[src/conPkg.sv]
package conPkg;

  // Microword field widths
  localparam int condWidth  = 6;
  localparam int magicWidth = 9;

  // Octal COND groups, upper three bits of COND
  localparam logic [2:0] condGrp10 = 3'o1;
  localparam logic [2:0] condGrp20 = 3'o2;
  localparam logic [2:0] condGrp30 = 3'o3;
  localparam logic [2:0] condGrp60 = 3'o6;
  localparam logic [2:0] condGrp70 = 3'o7;

  // COND values decoded into strobes
  localparam logic [condWidth-1:0] condLoadIr    = 6'o14;
  localparam logic [condWidth-1:0] condSpecInstr = 6'o15;
  localparam logic [condWidth-1:0] condSrMagic   = 6'o16;
  localparam logic [condWidth-1:0] condSelVma    = 6'o17;
  localparam logic [condWidth-1:0] condDiagFunc  = 6'o20;
  localparam logic [condWidth-1:0] condLongEn    = 6'o25;
  localparam logic [condWidth-1:0] condVmaDec    = 6'o35;
  localparam logic [condWidth-1:0] condVmaInc    = 6'o36;

  // Command bits in a diagnostic write
  localparam int cmdClearRun = 0;
  localparam int cmdSetRun   = 1;
  localparam int cmdContinue = 2;

  typedef struct packed {
    logic [2:0] group;
    logic [2:0] sel;
  } condField;

  // MAGIC bit 0 is the MSB here
  typedef struct packed {
    logic piCycleSet;
    logic kernelCycle;
    logic pcPlus1Inh;
    logic spare3;
    logic pxct;
    logic intDisable;
    logic abort;
    logic eboxHalted;
    logic spare8;
  } specFlags;

  typedef struct packed {
    logic [2:0] high;
    logic [2:0] func;
    logic [2:0] sub;
  } diagFunc;

  // Flags for SPEC INSTR, function code for DIAG FUNC
  typedef union packed {
    specFlags flags;
    diagFunc  func;
  } magicWord;

  typedef struct packed {
    condField cond;
    magicWord magic;
    logic     memWait;
    logic     dispNicond;
  } microWord;

  typedef struct packed {
    logic       en00;
    logic       loadIr;
    logic       specInstr;
    logic       srMagic;
    logic       selVma;
    logic       diagFunc;
    logic       longEn;
    logic       vmaDec;
    logic       vmaInc;
    logic       skip6x;
    logic       skip7x;
    logic [2:0] sel;
  } condStrobes;

  typedef struct packed {
    logic vmaFetch;
    logic mboxCycReq;
    logic loadVma;
    logic vmaSection0;
    logic xfer;
    logic pageError;
    logic skipSatisfied;
    logic acRef;
    logic eboxSync;
    logic saveFlags;
  } mboxStatus;

  typedef struct packed {
    logic user;
    logic public;
    logic userIot;
    logic irIoLegal;
    logic intReq;
  } userStatus;

  typedef struct packed {
    logic       memCycle;
    logic       piCycle;
    logic       mboxWait;
    logic       fmXfer;
    logic       loadIr;
    logic       longEn;
    logic [1:0] vmaSel;
  } cycleState;

  typedef struct packed {
    logic       cyc;
    logic       stb;
    logic       we;
    logic [7:0] dat;
  } wbReq;

  typedef struct packed {
    logic       ack;
    logic [7:0] dat;
  } wbRsp;

endpackage
[src/conTop.sv]
`timescale 1ns/1ps

module conTop import conPkg::*; (
  input  logic      conCLK,
  input  logic      arstN,
  input  microWord  microIn,
  input  mboxStatus mbox,
  input  userStatus usr,
  input  wbReq      wbIn,
  output wbRsp      wbOut,
  output logic      condAdr10,
  output cycleState cycles,
  output specFlags  flags,
  output logic      instrAbort
);

  condStrobes strobes;
  logic       run;
  logic       start;

  conCondDecode conCondDecode_i (
    .microIn (microIn),
    .strobes (strobes)
  );

  conSpecFlags conSpecFlags_i (
    .conCLK     (conCLK),
    .arstN      (arstN),
    .strobes    (strobes),
    .microIn    (microIn),
    .flags      (flags),
    .instrAbort (instrAbort)
  );

  conCycles conCycles_i (
    .conCLK  (conCLK),
    .arstN   (arstN),
    .strobes (strobes),
    .microIn (microIn),
    .mbox    (mbox),
    .cycles  (cycles)
  );

  conRunCtl conRunCtl_i (
    .conCLK (conCLK),
    .arstN  (arstN),
    .wbIn   (wbIn),
    .wbOut  (wbOut),
    .cycles (cycles),
    .flags  (flags),
    .run    (run),
    .start  (start)
  );

  conSkip conSkip_i (
    .strobes   (strobes),
    .flags     (flags),
    .cycles    (cycles),
    .mbox      (mbox),
    .usr       (usr),
    .run       (run),
    .start     (start),
    .condAdr10 (condAdr10)
  );

endmodule

[src/conRunCtl.sv]
`timescale 1ns/1ps

module conRunCtl import conPkg::*; (
  input  logic      conCLK,
  input  logic      arstN,
  input  wbReq      wbIn,
  output wbRsp      wbOut,
  input  cycleState cycles,
  input  specFlags  flags,
  output logic      run,
  output logic      start
);

  logic       ackQ;
  logic       req;
  logic       wrReq;
  logic       setRun;
  logic       clearRun;
  logic       continueCmd;
  logic       consoleFunc;
  logic       runState;
  logic       startState;
  logic [2:0] runPipe;
  logic [2:0] startPipe;
  logic [7:0] status;
  magicWord   latched;

  // New request only while ack is low
  assign req   = wbIn.cyc && wbIn.stb && !ackQ;
  assign wrReq = req && wbIn.we;

  // Latched MAGIC read as a diag function code
  assign latched.flags = flags;
  assign consoleFunc   = latched.func.high == 3'o0;

  assign setRun      = wrReq && wbIn.dat[cmdSetRun];
  assign clearRun    = wrReq && wbIn.dat[cmdClearRun];
  // Continue only from the console 0xx range
  assign continueCmd = wrReq && wbIn.dat[cmdContinue] && consoleFunc;

  always_ff @(posedge conCLK or negedge arstN) begin
    if (!arstN) begin
      ackQ       <= 1'b0;
      runState   <= 1'b0;
      startState <= 1'b0;
      runPipe    <= '0;
      startPipe  <= '0;
    end else begin
      ackQ <= req;
      if (setRun) begin
        runState <= 1'b1;
      end else if (clearRun) begin
        runState <= 1'b0;
      end
      startState <= startState ^ continueCmd;
      runPipe    <= {runPipe[1:0], runState};
      startPipe  <= {startPipe[1:0], startState};
    end
  end

  assign run   = runPipe[2];
  assign start = startPipe[2];

  assign status = {cycles.mboxWait, cycles.longEn, flags.pcPlus1Inh, flags.eboxHalted,
                   cycles.memCycle, cycles.piCycle, start, run};

  always_comb begin
    wbOut.ack = ackQ;
    wbOut.dat = ackQ ? status : '0;
  end

  // Ack answers a request and drops after one cycle
  ackOneCycle: assert property (
    @(posedge conCLK) disable iff (!arstN)
    $rose(wbOut.ack) |-> $past(wbIn.cyc && wbIn.stb) ##1 !wbOut.ack
  ) else $error("conRunCtl: ack not a single-cycle reply");

endmodule

[src/conCycles.sv]
`timescale 1ns/1ps

module conCycles import conPkg::*; (
  input  logic       conCLK,
  input  logic       arstN,
  input  condStrobes strobes,
  input  microWord   microIn,
  input  mboxStatus  mbox,
  output cycleState  cycles
);

  logic memCycle;
  logic piCycle;
  logic longEn;
  logic clrPiCycle;
  logic setPiCycle;
  logic mboxWait;
  logic fetchCycle;

  // PI cycle ends when flags are saved in sync with the EBOX
  assign clrPiCycle = mbox.saveFlags && mbox.eboxSync;
  assign setPiCycle = strobes.specInstr && microIn.magic.flags.piCycleSet;

  always_ff @(posedge conCLK or negedge arstN) begin
    if (!arstN) begin
      memCycle <= 1'b0;
      piCycle  <= 1'b0;
      longEn   <= 1'b0;
    end else begin
      memCycle <= mbox.mboxCycReq ||
                  (memCycle && !mbox.xfer && !mbox.pageError);
      piCycle  <= setPiCycle ||
                  (piCycle && !mbox.skipSatisfied && !clrPiCycle);
      // Long enable only outside section 0, held until the next request
      longEn   <= (strobes.longEn && !mbox.vmaSection0) ||
                  (longEn && !mbox.mboxCycReq);
    end
  end

  assign mboxWait   = microIn.memWait && memCycle;
  assign fetchCycle = mbox.vmaFetch && memCycle;

  always_comb begin
    cycles.memCycle  = memCycle;
    cycles.piCycle   = piCycle;
    cycles.mboxWait  = mboxWait;
    cycles.fmXfer    = mboxWait && mbox.acRef;
    cycles.loadIr    = fetchCycle || strobes.loadIr;
    cycles.longEn    = longEn;
    cycles.vmaSel[1] = strobes.vmaDec || mbox.loadVma;
    cycles.vmaSel[0] = strobes.vmaInc || mbox.loadVma;
  end

  // A fast-memory transfer only happens inside a requested memory cycle
  fmXferInCycle: assert property (
    @(posedge conCLK) disable iff (!arstN)
    cycles.fmXfer |-> $past(mbox.mboxCycReq) || $past(memCycle)
  ) else $error("conCycles: fmXfer outside a memory cycle");

endmodule

[src/conSpecFlags.sv]
`timescale 1ns/1ps

module conSpecFlags import conPkg::*; (
  input  logic       conCLK,
  input  logic       arstN,
  input  condStrobes strobes,
  input  microWord   microIn,
  output specFlags   flags,
  output logic       instrAbort
);

  logic                  load;
  logic [magicWidth-1:0] flagBits;

  // SPEC INSTR or a NICOND dispatch loads the flags
  assign load = strobes.specInstr || microIn.dispNicond;

  always_ff @(posedge conCLK or negedge arstN) begin
    if (!arstN) begin
      flagBits <= '0;
    end else if (load) begin
      flagBits <= microIn.magic.flags;
    end
  end

  assign flags = flagBits;

  // Abort comes straight from the current microword
  assign instrAbort = strobes.specInstr && microIn.magic.flags.abort;

  // Flags hold between loads
  flagsHeld: assert property (
    @(posedge conCLK) disable iff (!arstN)
    !load |=> $stable(flags)
  ) else $error("conSpecFlags: flags changed without a load");

endmodule

[src/conSkip.sv]
`timescale 1ns/1ps

module conSkip import conPkg::*; (
  input  condStrobes strobes,
  input  specFlags   flags,
  input  cycleState  cycles,
  input  mboxStatus  mbox,
  input  userStatus  usr,
  input  logic       run,
  input  logic       start,
  output logic       condAdr10
);

  logic       kernel;
  logic       ioLegal;
  logic       intReq;
  logic [7:0] cond6x;
  logic [7:0] cond7x;

  // Kernel mode is neither user nor public
  assign kernel = !usr.user && !usr.public;

  assign ioLegal = usr.irIoLegal || kernel || flags.kernelCycle ||
                   (usr.user && usr.userIot);

  assign intReq = usr.intReq && !flags.intDisable;

  // Index is the sel field, 60 at bit 0
  assign cond6x = {flags.pxct,
                   cycles.longEn,
                   cycles.memCycle,
                   cycles.piCycle,
                   usr.public,
                   usr.user,
                   kernel,
                   mbox.vmaFetch};

  assign cond7x = {flags.kernelCycle,
                   mbox.acRef,
                   mbox.vmaSection0,
                   flags.pxct,
                   ioLegal,
                   run,
                   !start,
                   intReq};

  // Next-address bit 10
  assign condAdr10 = (strobes.skip6x && cond6x[strobes.sel]) ||
                     (strobes.skip7x && cond7x[strobes.sel]);

endmodule

[src/conCondDecode.sv]
`timescale 1ns/1ps

module conCondDecode import conPkg::*; (
  input  microWord   microIn,
  output condStrobes strobes
);

  condField cond;
  logic     in10;
  logic     in20;
  logic     in30;

  assign cond = microIn.cond;

  // Group enables for the non-skip groups
  assign in10 = cond.group == condGrp10;
  assign in20 = cond.group == condGrp20;
  assign in30 = cond.group == condGrp30;

  always_comb begin
    strobes = '0;
    strobes.en00 = cond.group == 3'o0;

    // 10 group
    strobes.loadIr    = in10 && cond.sel == condLoadIr[2:0];
    strobes.specInstr = in10 && cond.sel == condSpecInstr[2:0];
    strobes.srMagic   = in10 && cond.sel == condSrMagic[2:0];
    strobes.selVma    = in10 && cond.sel == condSelVma[2:0];

    // 20 group
    strobes.diagFunc = in20 && cond.sel == condDiagFunc[2:0];
    strobes.longEn   = in20 && cond.sel == condLongEn[2:0];

    // 30 group
    strobes.vmaDec = in30 && cond.sel == condVmaDec[2:0];
    strobes.vmaInc = in30 && cond.sel == condVmaInc[2:0];

    // Skip groups, sel picks the condition downstream
    strobes.skip6x = cond.group == condGrp60;
    strobes.skip7x = cond.group == condGrp70;
    strobes.sel    = cond.sel;
  end

  // One microword never raises two condition strobes across groups
  always_comb begin
    assert final ($onehot0({strobes.en00, strobes.loadIr, strobes.specInstr,
                            strobes.srMagic, strobes.selVma, strobes.diagFunc,
                            strobes.longEn, strobes.vmaDec, strobes.vmaInc,
                            strobes.skip6x, strobes.skip7x}))
      else $error("conCondDecode: more than one COND strobe set");
  end

endmodule

[config.mk]
export PLATFORM = sky130hd
export DESIGN_NAME = conTop
export DESIGN_NICKNAME = d
export VERILOG_FILES = /design/src/conPkg.sv /design/src/conTop.sv /design/src/conRunCtl.sv /design/src/conCycles.sv /design/src/conSpecFlags.sv /design/src/conSkip.sv /design/src/conCondDecode.sv
export SDC_FILE = /design/constraint.sdc
export NUM_CORES = 1
export LEC_CHECK = 0
export ABC_AREA = 0
export BUFFER_PORTS_ARGS = -buffer_cell sky130_fd_sc_hd__clkbuf_2
export CAP_MARGIN = 0
export CELL_PAD_IN_SITES_DETAIL_PLACEMENT = 1
export CELL_PAD_IN_SITES_GLOBAL_PLACEMENT = 2
export CORE_ASPECT_RATIO = 1.75
export CORE_MARGIN = 8
export CORE_UTILIZATION = 25
export CTS_CLUSTER_SIZE = 14
export DETAILED_ROUTE_END_ITERATION = 12
export MAX_ROUTING_LAYER = met4
export PLACE_DENSITY_LB_ADDON = 0.1
export SYNTH_ARGS = -nofsm -noshare
export SYNTH_HDL_FRONTEND = slang
export SYNTH_SLANG_ARGS = --single-unit
[constraint.sdc]
create_clock -name conCLK -period 3.1 [get_ports conCLK]
set_input_delay 0.31 -clock conCLK [delete_from_list [all_inputs] [get_ports conCLK]]
set_output_delay 0.31 -clock conCLK [all_outputs]
set_load 0.005 [all_outputs]
**Word level (Yosys, flattened, before mapping)**

Cells that the tools add are included.

- Flip-flop bits (word level): 21
- Input bits: 45
- Output and inout port bits: 28

- $lt $le $gt $ge: 1
- Equal/unequal tests: 8
- Muxes and demuxes: 7
- Bitwise logic cells: 1
- Reduce and logical (&&, ||, !) cells: 53

Operators with widths:

| kind | count |
|---|---|
| logical AND 1 bit | 29 |
| equality test 3 bit (second input constant) | 5 |
| logical NOT 1 bit | 11 |
| logical OR 1 bit | 11 |
| two-way mux 8 bit | 1 |
| binary-select mux 1 bit (select 3 bit) | 2 |
| equality test 3 x 2 -> 1 bit (second input constant) | 2 |
| less-than comparator 3 x 4 -> 1 bit (second input constant) | 1 |
| two-way mux 1 bit | 4 |
| equality test 3 x 1 -> 1 bit (second input constant) | 1 |
| logical NOT 3 bit | 1 |
| nonzero test 2 bit | 1 |
| XOR 1 bit | 1 |

**Longest topological paths before layout**

Gate-level depths: netlist of run 1.

- Depth in word-level cells: 9
- Mapped depth: 5
- Gate-level depth less buffers: 4

**By module**

A second synthesis of run 1 with hierarchy kept.

- Cells, all modules: 109
- Area total of the unflattened synthesis: 1,179.9 µm²

Modules (own cells, without submodules):

| module | times used | cells an instance | area an instance (µm²) |
|---|---|---|---|
| conRunCtl | 1 | 26 | 344.1 |
| conSpecFlags | 1 | 20 | 344.1 |
| conCycles | 1 | 20 | 180.2 |
| conSkip | 1 | 20 | 163.9 |
| conCondDecode | 1 | 23 | 147.6 |

**Least setup slack after synthesis of run 1**

OpenSTA, ideal clock, no wires.

- Path type: input -> output
- Start: input port microIn[12] in the netlist's numbering
- End: output port condAdr10
- Data arrival time: 1,130 ps
- Path slack: 1,660 ps
- Cell stages on the path: 4
- Cell sequence: buf_6 -> mux4_1 -> nand3_1 -> o311ai_1

- Word-level cells in the longest chain between the ends: 4
- Elaborated cells between the ends (all ways): 7
- Classes of those cells: mux (4); reduce/logical (3)

RTL lines:

| item | line | text |
|---|---|---|
| from (decl) | conTop.sv:6 | `input microWord microIn,` |
| binary-select mux 1 bit (select 3 bit) (on tied branches) | conSkip.sv:48, conSkip.sv:49 |  |
| two-way mux 1 bit (on tied branches) | conSkip.sv:48, conSkip.sv:49 |  |
| logical AND 1 bit (on tied branches) | conSkip.sv:48, conSkip.sv:49 |  |
| logical OR 1 bit * | conSkip.sv:48 | `assign condAdr10 = (strobes.skip6x && cond6x[strobes.sel]) \|\|` |
| to (decl) | conTop.sv:11 | `output logic condAdr10,` |

Mark *: on every way between the ends. The rest lies on a longest branch, timed or not. The select of a mux whose other input is x is not followed.

**Worst setup path in the final report of run 1**

- Start: register conCycles_i.memCycle
- End: output port condAdr10

- Word-level cells in the longest chain between the ends: 4

RTL lines:

| item | line | text |
|---|---|---|
| from (decl) | conCycles.sv:12 | `logic memCycle;` |
| from (signal assigned) | conCycles.sv:30 | `memCycle <= mbox.mboxCycReq \|\|` |
| binary-select mux 1 bit (select 3 bit) | conSkip.sv:48 |  |
| two-way mux 1 bit (implied by the code) | conSkip.sv:48 |  |
| logical AND 1 bit | conSkip.sv:48 |  |
| logical OR 1 bit | conSkip.sv:48 |  |

No other way between the ends. The select of a mux whose other input is x is not followed.

==> results of run 1 <==
## sequential cells by signal, indices dropped and copies added, names as in the netlist
register / cells
conSpecFlags_i.flags: 9
conRunCtl_i.runPipe: 3
conRunCtl_i.startPipe: 3
conCycles_i.longEn: 1
conCycles_i.memCycle: 1
conCycles_i.piCycle: 1
conRunCtl_i.ackQ: 1
conRunCtl_i.runState: 1
conRunCtl_i.startState: 1
## power breakdown
| part | switching (mW) | internal [mW] | leakage [nW] | total (mW) |
|---|---|---|---|---|
| Sequential | 0.0262 | 0.319 | 0.256 | 0.345 |
| Combinational | 0.0564 | 0.0693 | 0.525 | 0.126 |
| Clock | 0.0869 | 0.0906 | 0.0217 | 0.178 |
| Total | 0.169 | 0.479 | 0.802 | 0.648 |
## layout make-up
class | count | area, sq um
inverters | 3 | 11.26
multi-input cells | 67 | 544.3
repair buffers | 67 | 335.3
clock inverters | 1 | 7.507
clock buffers | 3 | 41.29
flip-flops and latches | 21 | 525.5
fillers | 535 | 2875
well taps | 51 | 63.81
## cell families (layout without fill, tap and decap cells)
group / count (synthesis) / count (layout) / synth area share (%)
multiplexers: 13 / 13 / 13.86
AO/OA/AOI/OAI: 13 / 13 / 9.462
buffers and inverters: 10 / 74 / 5.940
AND/OR/NAND/NOR: 40 / 40 / 23.76
flip-flops: 21 / 21 / 46.20
XOR/XNOR: 1 / 1 / 0.7702
## path summary, 6_finish.rpt
check	from	endpoint	slack, ps
min	arstN	conSpecFlags_i.flags[5]	20
max in group asynchronous	arstN	conSpecFlags_i.flags[4]	2730
max	conCycles_i.memCycle	condAdr10	1230
max reg2reg	conRunCtl_i.ackQ	conRunCtl_i.runState	1790
min reg2reg	conRunCtl_i.runPipe[0]	conRunCtl_i.runPipe[1]	350
min in group conCLK	mbox[8]	conCycles_i.memCycle	270
## layout by cell type, fill, tap and decap left out, types with 2 or more instances in the layout
cell / n
a22o_1: 2
dfrtp_1: 21
nor3_1: 2
nand3_1: 2
and2_2: 2
nor4b_1: 2
and3_1: 2
mux2_2: 9
a41o_1: 2
nor3b_1: 2
nand2_1: 7
clkbuf_2: 67
a32o_1: 2
nor2_1: 5
and2_1: 8
inv_1: 3
mux2i_1: 3
clkbuf_8: 3
## per-stage QoR
| step | instance area (sq um) | power [mW] |
|---|---|---|
| 2_1_floorplan | 1137 | 0.4066 |
| 3_3_place_gp | 1480 | 0.4763 |
| 3_5_place_dp | 1480 | 0.4808 |
| 4_1_cts | 1529 | 0.6645 |
| 5_1_grt | 1529 | 0.6847 |
| 6_report | 1529 | 0.6480 |
## worst max-delay path: cells and delay by family, from the launching register on
kind	cells	cell delay (ps)
AO/OA/AOI/OAI	1	100
buffers and inverters	1	130
flip-flops	1	460
multiplexers	1	520
AND/OR/NAND/NOR	1	100
## metal layers
metal	vias to the layer above	wire, um
li1	478	-
met1	483	1316
met2	39	1886
met3	4	236
met4	0	46
met5	-	0
==> flow_summary_export.csv, run 1 <==
group,metric,value,unit
drt,drcViolationCount,0,
drt,ant_nets,0,
yosys,syn_avg_cell_area,11.61,sq um
sta,slew_viol_final,0,
clock_network,cts-root-buf,"clkbuf_8",
setup_path,cpMaxStageDelayCell,"mux4_1",
yosys,syn-cell-area,1137,sq um
yosys,yosysSeqAreaShare,46.20,%
setup_path,slowest_delay,520,ps
final_layout,drive_gt1_share,55.56,%
global_route,grt_overflow,0,
sta,fmax,0.5350,GHz
place,hpwl,2949,um
sta,relSlewSlack,64.60,%
yosys,synth.area.top_cells,"dfrtp_1 46%, mux2_2 8.9%, and2_1 4.4%",
clock_network,cts-buffers-inserted,3,
yosys,syn_inst,98,
outcome,status,"finished, final reports clean",
drt,routedWlPerCell,16.37,um
sta,worstMarginPinSlew,531.1,ps
floorplanning,die_y,105.2,um
drt,drt_iter0_markers,31,
clock_network,cts_max_level,1,
sta,whs,16.90,ps
drt,num_vias,1004,
final_layout,utilization,34.72,%
setup_path,worstPathRequired,2790,ps
floorplanning,die_w,66.99,um
sta,finalSetupTns,0,ps
power_and_ir_drop,irDropWorstVdd,0.0002461,V
yosys,ys.warnings.count,0,
setup_path,path_cells,"mux4_1 > nand3_1 > o311ai_1 > clkbuf_2",
final_layout,final_cells,213,
global_route,grt_use_met1,10.37,%
sta,grt_setup_unrepaired,"false",
hold_path,hp-class,"in -> async",
drt,firstDrtPassIters,3,
power_and_ir_drop,p_per_area,423.8,nW/um^2
final_layout,layout.nets,208,
setup_path,critPathLaunchType,"flip-flop",
yosys,ys_seq_elements,21,
global_route,antenna_found_initial,0,
clock_network,cts_tree,"done",
global_route,gr-max-usage-layer,"met2",
global_route,grt_pass1_wl,5602,um
floorplanning,std_cell_rows,32,
yosys,synth-edff-count,0,
clock_network,worst_skew_pair.late_latency,260,ps
global_route,grtUsageTotal,10.29,%
final_layout,diodes,0,
setup_path,ff2ff_path_depth,3,
yosys,ys_top_cells_by_count,"21 x dfrtp_1, 9 x mux2_2, 8 x and2_1, 7 x nand2_1, 6 x buf_4",
sta,finClkSkew,1.660,ps
yosys,synth-main-ff-cell,"dfrtp_1",
setup_path,crit_path_end_kind,"primary output",
sta,post-route-min-period,1869,ps
clock_network,postCtsSetupRepairBufs,0,
clock_network,clk_pin_slew,70,ps
yosys,synth-async-reset-ratio,100.0,%
power_and_ir_drop,p_leak,0.8025,nW
setup_path,critical_path.max_fanout,8,
place,gp_congestion,0.8456,
clock_network,ctsResizeCount,0,
sta,worst_slack,1231,ps
place,place_ws,1322,ps
setup_path,crit_type,"reg -> out",
floorplanning,initial_core_util,25.82,%
drt,totalWireLength,3486,um
sta,hold_viol_final,0,
clock_network,ctsHoldBuffers,0,
global_route,grtUsageMet3,2.333,%
yosys,yosysMostFrequentCell,"dfrtp_1",
place,dp.cells,209,
global_route,grtUsageMet2,18.63,%
place,portBuffers,67,
yosys,yosysTopAreaCellShare,46.20,%
drt,vias_per_cell,4.714,
global_route,grt_pass1_vias,1210,
clock_network,cts.path.max_buffers,2,
sta,period_share,60.29,%
yosys,synth_largest_area_cell,"dfrtp_1",
yosys,yosys.cell_types.count,35,
sta,setup-violations-final,0,
floorplanning,fp.dieArea,7049,sq um
floorplanning,io_pins,73,
clock_network,cts_sinks,21,
final_layout,area_growth,34.43,%
floorplanning,core_area,4404,sq um
yosys,synth_nets,143,
run,maxCapViolCount,0,
setup_path,cp_data_arrival_time,1560,ps
global_route,grt_max_degree,22,
Power figures use the tool's default switching activity.
==> inputs of run 2 (changes only) <==
--- a/config.mk
+++ b/config.mk
@@ -12,7 +12,7 @@
 export CELL_PAD_IN_SITES_GLOBAL_PLACEMENT = 2
 export CORE_ASPECT_RATIO = 1.75
 export CORE_MARGIN = 8
-export CORE_UTILIZATION = 25
+export CORE_UTILIZATION = 21
 export CTS_CLUSTER_SIZE = 14
 export DETAILED_ROUTE_END_ITERATION = 12
 export MAX_ROUTING_LAYER = met4
==> constraint.sdc (replaced) <==
create_clock -name conCLK -period 1.7 [get_ports conCLK]
set_input_delay 0.17 -clock conCLK [delete_from_list [all_inputs] [get_ports conCLK]]
set_output_delay 0.17 -clock conCLK [all_outputs]
set_load 0.005 [all_outputs]
==> run 2 against run 1 <==
Compared with the run above: routed wire length is 7.8% higher; sequential cell count is the same; core utilization fell by 4.7 points; cell count up 3.3%; sequential power grew 82%; cell area up 3.0%; via count up 3.6%; worst setup slack worse by 1200 ps; first-iteration DRC count down 29%; worst hold slack gained 99 ps; clock-buffer cell count is the same; critical endpoint unchanged; largest power group unchanged; highest routed layer unchanged.
==> flow_summary_export.csv, run 2 (synthesis gave the netlist of run 1 again) <==
group,metric,value,unit
outcome,status,"finished, final reports clean",
drt,routedWlPerCell,17.08,um
setup_path,cpMaxStageDelayCell,"mux4_2",
drt,ant_nets,0,
sta,post-route-min-period,1656,ps
setup_path,slowest_delay,490,ps
sta,relSlewSlack,64.82,%
final_layout,most-common-layout-cells,"65 x clkbuf_2, 21 x dfrtp_1, 9 x mux2_2",
clock_network,cts-buffers-inserted,3,
final_layout,largest_reg_flops,9,
sta,worst_slack,43.64,ps
run,maxCapViolCount,0,
power_and_ir_drop,p_per_area,756.1,nW/um^2
setup_path,crit_path_end_kind,"primary output",
global_route,antenna_found_initial,0,
clock_network,worst_skew_pair.late_latency,250,ps
sta,setup-violations-final,0,
setup_path,path_cells,"mux4_2 > nand3_2 > o311ai_1 > buf_2",
place,postPlaceCellArea,1493,sq um
global_route,grt_pass1_vias,1222,
setup_path,cp_data_arrival_time,1490,ps
final_layout,final_area,1575,sq um
setup_path,crit_type,"reg -> out",
drt,totalWireLength,3757,um
global_route,grt_overflow,0,
global_route,grt_max_degree,22,
drt,firstDrtPassIters,2,
drt,num_vias,1040,
hold_path,hp-class,"in -> reg",
power_and_ir_drop,p_leak,0.8190,nW
place,hpwl,3148,um
sta,hold_viol_final,0,
drt,drcViolationCount,0,
sta,finClkSkew,1.888,ps
final_layout,drive_gt1_share,58.79,%
clock_network,cts_tree,"done",
sta,grt_setup_unrepaired,"true",
final_layout,diodes,0,
power_and_ir_drop,irDropWorstVdd,0.0004706,V
floorplanning,initial_core_util,21.64,%
final_layout,area_growth,38.50,%
clock_network,cts.path.max_buffers,2,
floorplanning,core_area,5255,sq um
sta,period_share,97.43,%
place,place_ws,175.0,ps
floorplanning,fp.dieArea,8120,sq um
sta,worstMarginPinSlew,527.7,ps
setup_path,worstPathRequired,1530,ps
final_layout,layout_commonest_cell,"clkbuf_2",
sta,fmax,0.6037,GHz
place,portBuffers,67,
floorplanning,die_y,113.4,um
setup_path,critPathLaunchType,"flip-flop",
clock_network,cts_sinks,21,
clock_network,cts-root-buf,"clkbuf_8",
global_route,grt_pass1_wl,5954,um
floorplanning,std_cell_rows,35,
place,gp_congestion,0.8710,
clock_network,clk_pin_slew,70,ps
global_route,grtUsageTotal,9.474,%
floorplanning,io_pins,73,
final_layout,layout.nets,211,
floorplanning,die_w,71.63,um
sta,slew_viol_final,0,
setup_path,critical_path.max_fanout,4,
drt,vias_per_cell,4.727,
clock_network,cts_max_level,1,
drt,drt_iter0_markers,22,
-- run 2: power breakdown --
part / switching, mW / internal [mW]
clock network: 0.154 / 0.163
logic: 0.112 / 0.135
registers: 0.0455 / 0.581
-- run 2: per-stage QoR --
step	setup TNS (ps)	hold slack (ps)	instances	util, %	power (mW)
6_report	0	115.9	220	29.98	1.191
5_1_grt	-40.39	115.0	220	29.98	1.266
4_1_cts	0	110.6	220	29.86	1.217
3_5_place_dp	0	178.3	214	28.40	0.8817
3_3_place_gp	0	174.7	214	28.40	0.8714
2_1_floorplan	0	-125.6	98	-	0.7415
-- run 2: metal layers --
layer / vias up / GRT usage [%] / share of wire (%)
met5: - / - / 0
li1: 484 / - / -
met1: 502 / 9.738 / 39
met3: 6 / 2.126 / 6.3
met4: 0 / 3.841 / 2.0
met2: 48 / 16.75 / 53
-- run 2: worst max-delay path, delay by kind of cell, from the launching register on --
family | cells | cell delay, ps
AOI/OAI and AO/OA | 1 | 90
and+or+nand+nor | 1 | 90
DFF | 1 | 420
buffers and inverters | 1 | 140
muxes | 1 | 490
-- run 2: final timing paths --
check	from	endpoint	slack, ps	cells past startpoint
min reg2reg	conRunCtl_i.runPipe[1]	conRunCtl_i.runPipe[2]	350	0
max reg2reg	conRunCtl_i.ackQ	conRunCtl_i.runState	390	3
min	mbox[8]	conCycles_i.memCycle	120	2
max in group asynchronous	arstN	conSpecFlags_i.flags[3]	910	2
min in group asynchronous	arstN	conSpecFlags_i.flags[5]	430	2
max	conSpecFlags_i.flags[4]	condAdr10	40	4
-- run 2: repair_timing --
action	CTS	global route
resized for setup	2	5
endpoints found under the hold margin	21	0
hold buffers	1	0
setup buffers	1	0
setup endpoints to repair	1	1
cloned	0	0
-- run 2: area by class of cell --
cell class | count | area, sq um
clock buffer | 3 | 41.29
inverter | 3 | 11.26
multi-input combinational | 67 | 563.0
clock inverter | 1 | 5.005
sequential | 21 | 525.5
tap | 55 | 68.82
timing repair buffer | 70 | 360.3
fill | 636 | 3680
